[src/verilog/breakout_pkg.sv]
package breakout_pkg;

	localparam int SCORE_WIDTH     = 24; // Six hex digits on the display
	localparam int POINTS_WIDTH    = 3;  // Largest award is 6
	localparam int DIR_COUNT_WIDTH = 2;  // Counters wrap modulo 4

	typedef enum logic [1:0]
	{
		hit_none       = 2'd0, // Ball missed, no brick
		hit_vertical   = 2'd1,
		hit_horizontal = 2'd2,
		hit_diagonal   = 2'd3
	} hit_kind_t;

	typedef enum logic [2:0]
	{
		col_blue   = 3'b001,
		col_turq   = 3'b011,
		col_green  = 3'b010,
		col_yellow = 3'b110,
		col_pink   = 3'b101,
		col_red    = 3'b100
	} brick_colour_t;

	typedef enum logic [1:0]
	{
		st_idle = 2'd0, // Waiting for a request
		st_busy = 2'd1, // Event handed to execute stage
		st_ack  = 2'd2  // Ack held until req drops
	} decode_state_t;

	// Points awarded per brick colour, zero for the two unused codes
	function automatic logic [POINTS_WIDTH-1:0] colour_points(input brick_colour_t colour);
		case (colour)
			col_blue:   colour_points = 3'd1;
			col_turq:   colour_points = 3'd2;
			col_green:  colour_points = 3'd3;
			col_yellow: colour_points = 3'd4;
			col_pink:   colour_points = 3'd5;
			col_red:    colour_points = 3'd6;
			default:    colour_points = 3'd0; // 000 and 111
		endcase
	endfunction

endpackage

[src/verilog/hit_decode.sv]
module hit_decode
	import breakout_pkg::*;
(
	input  logic                    CLOCK_50,
	input  logic                    reset_dividers,
	input  logic                    hit_req,
	input  hit_kind_t               hit_kind,
	input  brick_colour_t           brick_colour,
	input  logic                    applied,
	output logic                    hit_ack,
	output logic                    hit_valid,
	output hit_kind_t               hit_kind_q,
	output logic [POINTS_WIDTH-1:0] points,
	output logic                    colour_valid
);

	decode_state_t           state;
	logic                    take_event; // New event accepted this cycle
	logic [POINTS_WIDTH-1:0] new_points;

	assign take_event = (state == st_idle) && hit_req;
	assign new_points = colour_points(brick_colour);

	// Four-phase handshake sequencing
	always_ff @(posedge CLOCK_50 or negedge reset_dividers)
	begin
		if (!reset_dividers)
		begin
			state     <= st_idle;
			hit_ack   <= 1'b0;
			hit_valid <= 1'b0;
		end
		else
		begin
			hit_valid <= 1'b0; // Single-cycle pulse
			case (state)
				st_idle:
				begin
					if (hit_req)
					begin
						hit_valid <= 1'b1;
						state     <= st_busy;
					end
				end
				st_busy:
				begin
					if (applied) // Execute stage has committed the event
					begin
						hit_ack <= 1'b1;
						state   <= st_ack;
					end
				end
				st_ack:
				begin
					if (!hit_req)
					begin
						hit_ack <= 1'b0;
						state   <= st_idle;
					end
				end
				default:
					state <= st_idle;
			endcase
		end
	end

	// Event payload latched once per request
	always_ff @(posedge CLOCK_50 or negedge reset_dividers)
	begin
		if (!reset_dividers)
		begin
			hit_kind_q   <= hit_none;
			points       <= '0;
			colour_valid <= 1'b0;
		end
		else if (take_event)
		begin
			hit_kind_q   <= hit_kind;
			points       <= new_points;
			colour_valid <= (new_points != '0); // Only legal colours score
		end
	end

	// Pulse to execute stage only when leaving idle
	assert property (@(posedge CLOCK_50) disable iff (!reset_dividers)
		hit_valid |-> (state == st_busy) && ($past(state) == st_idle));

	assert property (@(posedge CLOCK_50) disable iff (!reset_dividers)
		(state == st_idle) |-> !hit_ack);

	assert property (@(posedge CLOCK_50) disable iff (!reset_dividers)
		!(hit_ack && hit_valid));

endmodule

[src/verilog/score_execute.sv]
module score_execute
	import breakout_pkg::*;
#(
	parameter int BRICK_TOTAL = 60
)
(
	input  logic                                 CLOCK_50,
	input  logic                                 reset_dividers,
	input  logic                                 hit_valid,
	input  hit_kind_t                            hit_kind_q,
	input  logic [POINTS_WIDTH-1:0]              points,
	input  logic                                 colour_valid,
	output logic                                 applied,
	output logic [SCORE_WIDTH-1:0]               score,
	output logic [DIR_COUNT_WIDTH-1:0]           v_col_count,
	output logic [DIR_COUNT_WIDTH-1:0]           h_col_count,
	output logic [DIR_COUNT_WIDTH-1:0]           d_col_count,
	output logic [$clog2(BRICK_TOTAL + 1) - 1:0] bricks_cleared,
	output logic                                 all_bricks_down
);

	localparam int COUNT_WIDTH = $clog2(BRICK_TOTAL + 1);

	logic                   accept;     // Event changes state
	logic [COUNT_WIDTH-1:0] next_count;

	assign accept     = hit_valid && !all_bricks_down; // Frozen once game is over
	assign next_count = bricks_cleared + 1'b1;

	always_ff @(posedge CLOCK_50 or negedge reset_dividers)
	begin
		if (!reset_dividers)
		begin
			applied         <= 1'b0;
			score           <= '0;
			v_col_count     <= '0;
			h_col_count     <= '0;
			d_col_count     <= '0;
			bricks_cleared  <= '0;
			all_bricks_down <= 1'b0;
		end
		else
		begin
			applied <= hit_valid; // Acknowledge even after game end
			if (accept)
			begin
				if (hit_kind_q == hit_none)
				begin
					// Miss resets direction history
					v_col_count <= '0;
					h_col_count <= '0;
					d_col_count <= '0;
				end
				else
				begin
					case (hit_kind_q)
						hit_vertical:   v_col_count <= v_col_count + 1'b1;
						hit_horizontal: h_col_count <= h_col_count + 1'b1;
						hit_diagonal:   d_col_count <= d_col_count + 1'b1;
						default:        ;
					endcase

					bricks_cleared <= next_count; // Invalid colours still count
					if (next_count == COUNT_WIDTH'(BRICK_TOTAL))
						all_bricks_down <= 1'b1;

					if (colour_valid)
						score <= score + SCORE_WIDTH'(points);
					else
						score <= '0; // Bad colour wipes the score
				end
			end
		end
	end

	// Score only moves in response to an event
	assert property (@(posedge CLOCK_50) disable iff (!reset_dividers)
		!hit_valid |=> $stable(score));

	assert property (@(posedge CLOCK_50) disable iff (!reset_dividers)
		bricks_cleared <= COUNT_WIDTH'(BRICK_TOTAL));

endmodule

[src/verilog/score_display.sv]
module score_display
	import breakout_pkg::*;
(
	input  logic [SCORE_WIDTH-1:0] score,
	output logic [6:0]             HEX0,
	output logic [6:0]             HEX1,
	output logic [6:0]             HEX2,
	output logic [6:0]             HEX3,
	output logic [6:0]             HEX4,
	output logic [6:0]             HEX5
);

	logic [6:0] seg [6]; // One pattern per digit, index 0 is least significant

	// Active-low hex font, bit 0 is segment a, bit 6 is segment g
	function automatic logic [6:0] hex_font(input logic [3:0] nibble);
		case (nibble)
			4'h0: hex_font = 7'h40;
			4'h1: hex_font = 7'h79;
			4'h2: hex_font = 7'h24;
			4'h3: hex_font = 7'h30;
			4'h4: hex_font = 7'h19;
			4'h5: hex_font = 7'h12;
			4'h6: hex_font = 7'h02;
			4'h7: hex_font = 7'h78;
			4'h8: hex_font = 7'h00;
			4'h9: hex_font = 7'h10;
			4'hA: hex_font = 7'h08;
			4'hB: hex_font = 7'h03; // Lower case b
			4'hC: hex_font = 7'h46;
			4'hD: hex_font = 7'h21; // Lower case d
			4'hE: hex_font = 7'h06;
			default: hex_font = 7'h0E;
		endcase
	endfunction

	always_comb
	begin
		for (int i = 0; i < 6; i++)
			seg[i] = hex_font(score[4*i +: 4]);
	end

	assign HEX0 = seg[0];
	assign HEX1 = seg[1];
	assign HEX2 = seg[2];
	assign HEX3 = seg[3];
	assign HEX4 = seg[4];
	assign HEX5 = seg[5];

endmodule

[src/verilog/breakout_score_top.sv]
module breakout_score_top
	import breakout_pkg::*;
#(
	parameter int BRICK_TOTAL = 60
)
(
	input  logic                                 CLOCK_50,
	input  logic                                 reset_dividers, // Async, active low
	input  logic                                 hit_req,
	input  hit_kind_t                            hit_kind,
	input  brick_colour_t                        brick_colour,
	output logic                                 hit_ack,
	output logic [6:0]                           HEX0,
	output logic [6:0]                           HEX1,
	output logic [6:0]                           HEX2,
	output logic [6:0]                           HEX3,
	output logic [6:0]                           HEX4,
	output logic [6:0]                           HEX5,
	output logic [DIR_COUNT_WIDTH-1:0]           v_col_count,
	output logic [DIR_COUNT_WIDTH-1:0]           h_col_count,
	output logic [DIR_COUNT_WIDTH-1:0]           d_col_count,
	output logic [$clog2(BRICK_TOTAL + 1) - 1:0] bricks_cleared,
	output logic                                 all_bricks_down
);

	logic                    hit_valid;    // Decode to execute pulse
	hit_kind_t               hit_kind_q;
	logic [POINTS_WIDTH-1:0] points;
	logic                    colour_valid;
	logic                    applied;      // Execute to decode pulse
	logic [SCORE_WIDTH-1:0]  score;

	hit_decode u_hit_decode (
		.CLOCK_50       (CLOCK_50),
		.reset_dividers (reset_dividers),
		.hit_req        (hit_req),
		.hit_kind       (hit_kind),
		.brick_colour   (brick_colour),
		.applied        (applied),
		.hit_ack        (hit_ack),
		.hit_valid      (hit_valid),
		.hit_kind_q     (hit_kind_q),
		.points         (points),
		.colour_valid   (colour_valid)
	);

	score_execute #(
		.BRICK_TOTAL (BRICK_TOTAL)
	) u_score_execute (
		.CLOCK_50        (CLOCK_50),
		.reset_dividers  (reset_dividers),
		.hit_valid       (hit_valid),
		.hit_kind_q      (hit_kind_q),
		.points          (points),
		.colour_valid    (colour_valid),
		.applied         (applied),
		.score           (score),
		.v_col_count     (v_col_count),
		.h_col_count     (h_col_count),
		.d_col_count     (d_col_count),
		.bricks_cleared  (bricks_cleared),
		.all_bricks_down (all_bricks_down)
	);

	score_display u_score_display (
		.score (score),
		.HEX0  (HEX0),
		.HEX1  (HEX1),
		.HEX2  (HEX2),
		.HEX3  (HEX3),
		.HEX4  (HEX4),
		.HEX5  (HEX5)
	);

endmodule

[config.mk]
export PLATFORM = sky130hd
export DESIGN_NAME = breakout_score_top
export DESIGN_NICKNAME = d
export VERILOG_FILES = /design/src/verilog/breakout_pkg.sv /design/src/verilog/hit_decode.sv /design/src/verilog/score_execute.sv /design/src/verilog/score_display.sv /design/src/verilog/breakout_score_top.sv
export SDC_FILE = /design/constraint.sdc
export NUM_CORES = 1
export LEC_CHECK = 0
export ABC_CLOCK_PERIOD_IN_PS = 5800
export BUFFER_PORTS_ARGS = -buffer_cell sky130_fd_sc_hd__buf_2
export CAP_MARGIN = 15
export CORE_MARGIN = 2
export CORE_UTILIZATION = 40
export CTS_BUF_LIST = sky130_fd_sc_hd__clkbuf_8
export DETAILED_ROUTE_END_ITERATION = 12
export SLEW_MARGIN = 15
export SYNTH_ARGS = -nofsm -noshare
export SYNTH_HDL_FRONTEND = slang
export SYNTH_SLANG_ARGS = --single-unit
[constraint.sdc]
create_clock -name CLOCK_50 -period 5.8 [get_ports CLOCK_50]
set_input_delay 0.58 -clock CLOCK_50 [delete_from_list [all_inputs] [get_ports CLOCK_50]]
set_output_delay 0.58 -clock CLOCK_50 [all_outputs]
set_load 0.02 [all_outputs]
# ---- Word-level counts from Yosys, hierarchy flattened
# Memories as Yosys holds them, arrays and structs flattened.
# Index checks and enable logic that the tools add are counted.
dict set report totals {
  register_bits 48
  mem_bits_ro 672
  input_bits 8
  output_inout_bits 56
  word_cells 74
  mem_count 6
}
# name depth width rd rd_ports_with_merged_regs write_ports line_no
set memory_table {}
lappend memory_table {{(name not given)} 16 7 1 0 0 score_display.sv:17} ;# case (nibble)
lappend memory_table {{(name not given)} 16 7 1 0 0 score_display.sv:17}
lappend memory_table {{(name not given)} 16 7 1 0 0 score_display.sv:17}
lappend memory_table {{(name not given)} 16 7 1 0 0 score_display.sv:17}
lappend memory_table {{(name not given)} 16 7 1 0 0 score_display.sv:17}
lappend memory_table {{(name not given)} 16 7 1 0 0 score_display.sv:17}
dict set report op_classes {
  n_addsub 5
  eq_ne 15
  muxes 17
  bitwise_logic 1
  reduce_logical 17
}
# op n
set ops {}
lappend ops {{24-bit by 3-bit adder with 24-bit output} 1}
lappend ops {{24-bit 2-to-1 mux} 1}
lappend ops {{2-bit 2-to-1 mux} 9}
lappend ops {{3-bit case mux with 6 select lines} 1}
lappend ops {{3-bit == test (second input constant)} 3}
lappend ops {{3-bit AND reduction} 3}
lappend ops {{2-bit AND reduction} 4}
lappend ops {{2-bit nonzero test} 4}
lappend ops {{2-bit by 1-bit adder with 2-bit output (second input constant)} 3}
lappend ops {{6-bit by 1-bit adder with 6-bit output (second input constant)} 1}
lappend ops {{2-bit == test (second input constant)} 3}
lappend ops {{3-bit by 2-bit == test with 1-bit output (second input constant)} 2}
lappend ops {{6-bit == test (second input constant)} 1}
lappend ops {{2-bit case mux with 3 select lines} 1}
lappend ops {{2-bit by 1-bit == test with 1-bit output (second input constant)} 2}
lappend ops {{2-bit zero test} 2}
lappend ops {{1-bit 2-to-1 mux} 4}
lappend ops {{2-bit inequality test (second input constant)} 2}
lappend ops {{3-bit by 1-bit == test with 1-bit output (second input constant)} 1}
lappend ops {{3-bit nonzero test} 1}
lappend ops {{1-bit logical AND} 2}
lappend ops {{2-bit by 1-bit inequality test with 1-bit output (second input constant)} 1}
lappend ops {{1-bit case mux with 2 select lines} 1}
lappend ops {{1-bit zero test} 1}
lappend ops {{1-bit NOT} 1}

# ---- Longest topological paths before layout
dict set report logic_depth {
  depth_word 3
  ltp_mapped 8
}

# ---- Modules after synthesis
# Synthesis repeated with hierarchy kept, for this count alone.
dict set report hier_totals {
  hier_cells 461
  area_unflattened_um2 4217.8
}
# module instances cells_each area_each_um2
set modules_own_cells {}
lappend modules_own_cells {score_execute 1 228 2153.3}
lappend modules_own_cells {score_display 1 191 1622.8}
lappend modules_own_cells {hit_decode 1 42 441.7}

# ---- Worst setup path before layout
# OpenSTA, ideal clock, no wires.
dict set report synth_timing {
  kind {register to output}
  from {reg u_score_execute.score[15]}
  to {out HEX3[0]}
  t_arrival_ns 1.618
  required_ns 5.220
  path_slack_ns 3.602
  stages_incl_launch_ff 6
  n_path_buf 2
  cell_sequence {dfrtp_1 clkbuf_1 clkbuf_1 nor2_1 or3b_2 o21ai_0}
}
dict set report synth_between {
  elab_chain_len 1
}
# item line_no
set synth_rtl {}
lappend synth_rtl {{start: declaration} score_execute.sv:14} ;# output logic [SCORE_WIDTH-1:0] score,
lappend synth_rtl {{start signal: assignment} score_execute.sv:68} ;# score <= score + SCORE_WIDTH'(points);
lappend synth_rtl {{memory 16 x 7 bit} n/a}
lappend synth_rtl {{end: declaration} breakout_score_top.sv:16} ;# output logic [6:0] HEX3,
# No other way between the ends.

# ---- Worst setup path in the final report
dict set report layout_timing {
  from {reg u_hit_decode.hit_kind_q[0]}
  to {reg u_score_execute.score[22]}
}
dict set report layout_between {
  elab_chain_len 3
}
# item line_no
set layout_rtl {}
lappend layout_rtl {{start: declaration} hit_decode.sv:12} ;# output hit_kind_t hit_kind_q,
lappend layout_rtl {{start signal: assignment} hit_decode.sv:72} ;# hit_kind_q <= hit_none;
lappend layout_rtl {{start signal: assignment} hit_decode.sv:78} ;# hit_kind_q <= hit_kind;
lappend layout_rtl {{2-bit zero test} score_execute.sv:47} ;# if (hit_kind_q == hit_none)
lappend layout_rtl {{1-bit NOT (no source line)} n/a}
lappend layout_rtl {{2-bit AND reduction (no source line)} n/a}
# No other way between the ends.
# A chain may end at the register's enable or synchronous reset.

==> results.yml <==
outcome:
  status: "complete, no violations"
drt:
  drc: 0
  routed_via_density: 5.345
  drt_iter0_drc: 94
  num_vias: 3437
  wl_per_cell_um: 13.64
  antenna_left: 0
  dr.pass1.iters: 4
  drt_wl_total_mm: 8.769
synthesis:
  synth_edf_count: 0
  synth_top_family_by_area: "simple AND/OR/NAND/NOR gates"
  syn-num-nets: 522
  ys_warn_count: 0
  synth_mux_area_share_pct: 11.88
  yosys.area_share.adder_pct: 14.11
  ys_seq_area_share_pct: 29.71
  ys.flop_type: "dfrtp_1"
  avgSynthCellArea_sq_um: 8.620
  yosys.area.top_type_share_pct: 29.71
  yosysMostFrequentCell: "dfrtp_1"
  synth-compound-area-share_pct: 15.13
  synth_xor_area_share_pct: 2.600
  syn_area_sq_um: 4043
  postSynthCellCount: 469
  synth_top_cell_by_area: "dfrtp_1"
  ys_top_cells_by_area: "dfrtp_1, ha_1, mux2i_1"
  synth_cell_types: 43
  synthTopCellsByCount: "dfrtp_1, ha_1, nor2_1"
  ys_ff_latch: 48
  synthSimpleGateAreaFrac_pct: 21.11
  ys_async_sr_fraction_pct: 100.0
sta:
  hold_ws_ns: 0.3674
  fin_worst_skew_ns: 0.003784
  setup_tns_ns: 0
  max_freq_mhz: 310.4
  hold_viol: 0
  min_period_ns: 3.222
  rsz0062_at_grt: "no"
  final.setup.worst_slack_ns: 2.578
  setup_viol: 0
  slew_headroom_pct: 33.31
  worst_pin_slew_ns: 0.9870
  finalCritPeriodShare_pct: 55.55
  slew_violations: 0
placed_design:
  globalplace.congestion: 0.8117
  port_buffers: 63
  pre_cts_ws_ns: 2.586
  dp_hpwl_mm: 6.377
  dp.cells: 636
grt:
  grt_max_degree: 49
  antenna_found_initial: 0
  grtUsageTotal_pct: 16.12
  overflow: 0
  grt_pass1_vias: 3180
  grt_pass1_wl_mm: 14.92
floorplanning:
  start_util_pct: 41.36
  die-area_sq_um: 10930
  rows: 36
  coreArea_sq_um: 9774
  num_io_pins: 64
  chipHeight_um: 104.5
  fp.dieW_um: 104.5
clocking:
  htreeDepth: 2
  cts_setup_buffers: 0
  clkLatencyLatePin_ns: 0.30
  tritoncts: "done"
  hold_buffers: 0
  cts-root-buf: "clkbuf_8"
  cts_num_sinks: 48
  cts.path.max_buffers: 2
  clk_pin_slew_ns: 0.09
  post_cts_resize_count: 0
  cts_buffers: 5
run:
  max-cap-violations: 0
worst_setup_path:
  path_max_fanout: 13
  critPathKind: "reg2reg"
  critPathArrivalTime_ns: 3.45
  required_ns: 6.03
  critPathLaunchType: "register"
  endpoint_kind: "register"
layout:
  fin_cells: 643
  final_util_pct: 46.02
  area_growth_pct: 11.27
  final_nets: 563
  fill_cells: 978
  layout-drive-gt1-share_pct: 17.84
  n_antenna_cell: 0
power:
  cellLeakagePower_nw: 2.015
  ir_drop_mv: 0.2339
  power_density_nw_per_um2: 302.6
worst_hold_path:
  hold_class: "in2async"
## per-stage QoR
step	cell area (sq um)	total power, mW
final	4498	1.361
after global placement	4420	1.164
after CTS	4498	1.373
after floorplan	4043	0.9828
after global routing	4498	1.481
after detailed placement	4420	1.179
## placed cells by master, fill, tap and decap left out, types with 4 or more instances in the layout
cell,n
mux2i_1,30
a211oi_1,4
ha_1,44
nand3_1,17
o31ai_1,5
xor2_1,5
mux4_2,5
buf_2,63
or3_1,8
a22o_1,11
nor2b_1,8
or4_1,7
and3_1,5
nand4_1,10
dfrtp_1,48
xnor2_1,7
nand2_1,40
or3b_2,5
nor2_1,42
nor3_1,6
o21ai_0,41
inv_1,26
nand2b_1,4
a32o_1,4
clkbuf_8,5
mux2_2,6
a21oi_1,23
## routing by layer
metal  wire, um  GRT usage (%)  vias up
met1       4037          21.06     1639
met3        287          2.870        7
met2       4379          28.15       52
met5          0              0        -
met4         64          2.799        0
li1           -              -     1739
## state kept, by name (all words and copies together), names as in the netlist
register                         count
u_hit_decode.colour_valid            1
u_hit_decode.hit_ack                 1
u_hit_decode.hit_kind_q              2
u_hit_decode.hit_valid               1
u_hit_decode.points                  3
u_hit_decode.state                   2
u_score_execute.all_bricks_down      1
u_score_execute.applied              1
u_score_execute.bricks_cleared       6
u_score_execute.d_col_count          2
u_score_execute.h_col_count          2
u_score_execute.score               24
u_score_execute.v_col_count          2
## cell type report
| class | count | area, sq um | area share (%) |
|---|---|---|---|
| clock inverters | 2 | 8.758 | 0.1947 |
| multi-input cells | 364 | 2621 | 58.28 |
| repair buffers | 66 | 337.8 | 7.510 |
| well taps | 133 | 166.4 | 3.700 |
| flip-flops and latches | 48 | 1201 | 26.70 |
| clock buffers | 5 | 68.82 | 1.530 |
| inverters | 25 | 93.84 | 2.086 |
## logic make-up (layout without fill, tap and decap cells)
| logic type | Yosys count | after routing |
|---|---|---|
| DFF | 48 | 48 |
| adders and majority gates | 45 | 45 |
| buffers and inverters | 57 | 98 |
| xor gates and xnor gates | 12 | 12 |
| muxes | 41 | 41 |
| AOI/OAI and AO/OA | 99 | 99 |
| and+or+nand+nor | 167 | 167 |
## final timing paths
kind / from / end / slack (ns) / depth (start not counted)
setup / recovery: u_hit_decode.hit_kind_q[0]$_DFFE_PN0P_ / u_score_execute.score[22]$_DFFE_PN0P_ / 2.58 / 6
max in group asynchronous: reset_dividers / u_score_execute.score[23]$_DFFE_PN0P_ / 5.01 / 2
hold reg to reg: u_hit_decode.hit_valid$_DFF_PN0_ / u_score_execute.applied$_DFF_PN0_ / 0.43 / 0
hold / removal: reset_dividers / u_hit_decode.hit_kind_q[1]$_DFFE_PN0P_ / 0.37 / 2
setup reg to reg: u_hit_decode.hit_kind_q[0]$_DFFE_PN0P_ / u_score_execute.score[22]$_DFFE_PN0P_ / 2.58 / 6
min in group CLOCK_50: u_hit_decode.hit_valid$_DFF_PN0_ / u_score_execute.applied$_DFF_PN0_ / 0.43 / 0
## critical path, stage by stage (launching register included)
cell and delay, ns:
dfrtp_1 0.36, inv_1 0.07, ha_1 0.32, nor4bb_1 0.88, o2111ai_1 0.68, or4_1 0.68
a21oi_1 0.16
## report_power, final
group	internal (mW)	switching [mW]	total [mW]	leakage (nW)
Combinational	0.245	0.392	0.637	1.36
Clock	0.0805	0.111	0.191	0.0452
Sequential	0.413	0.120	0.532	0.613
Note: power is estimated with default switching activity, not from simulation.
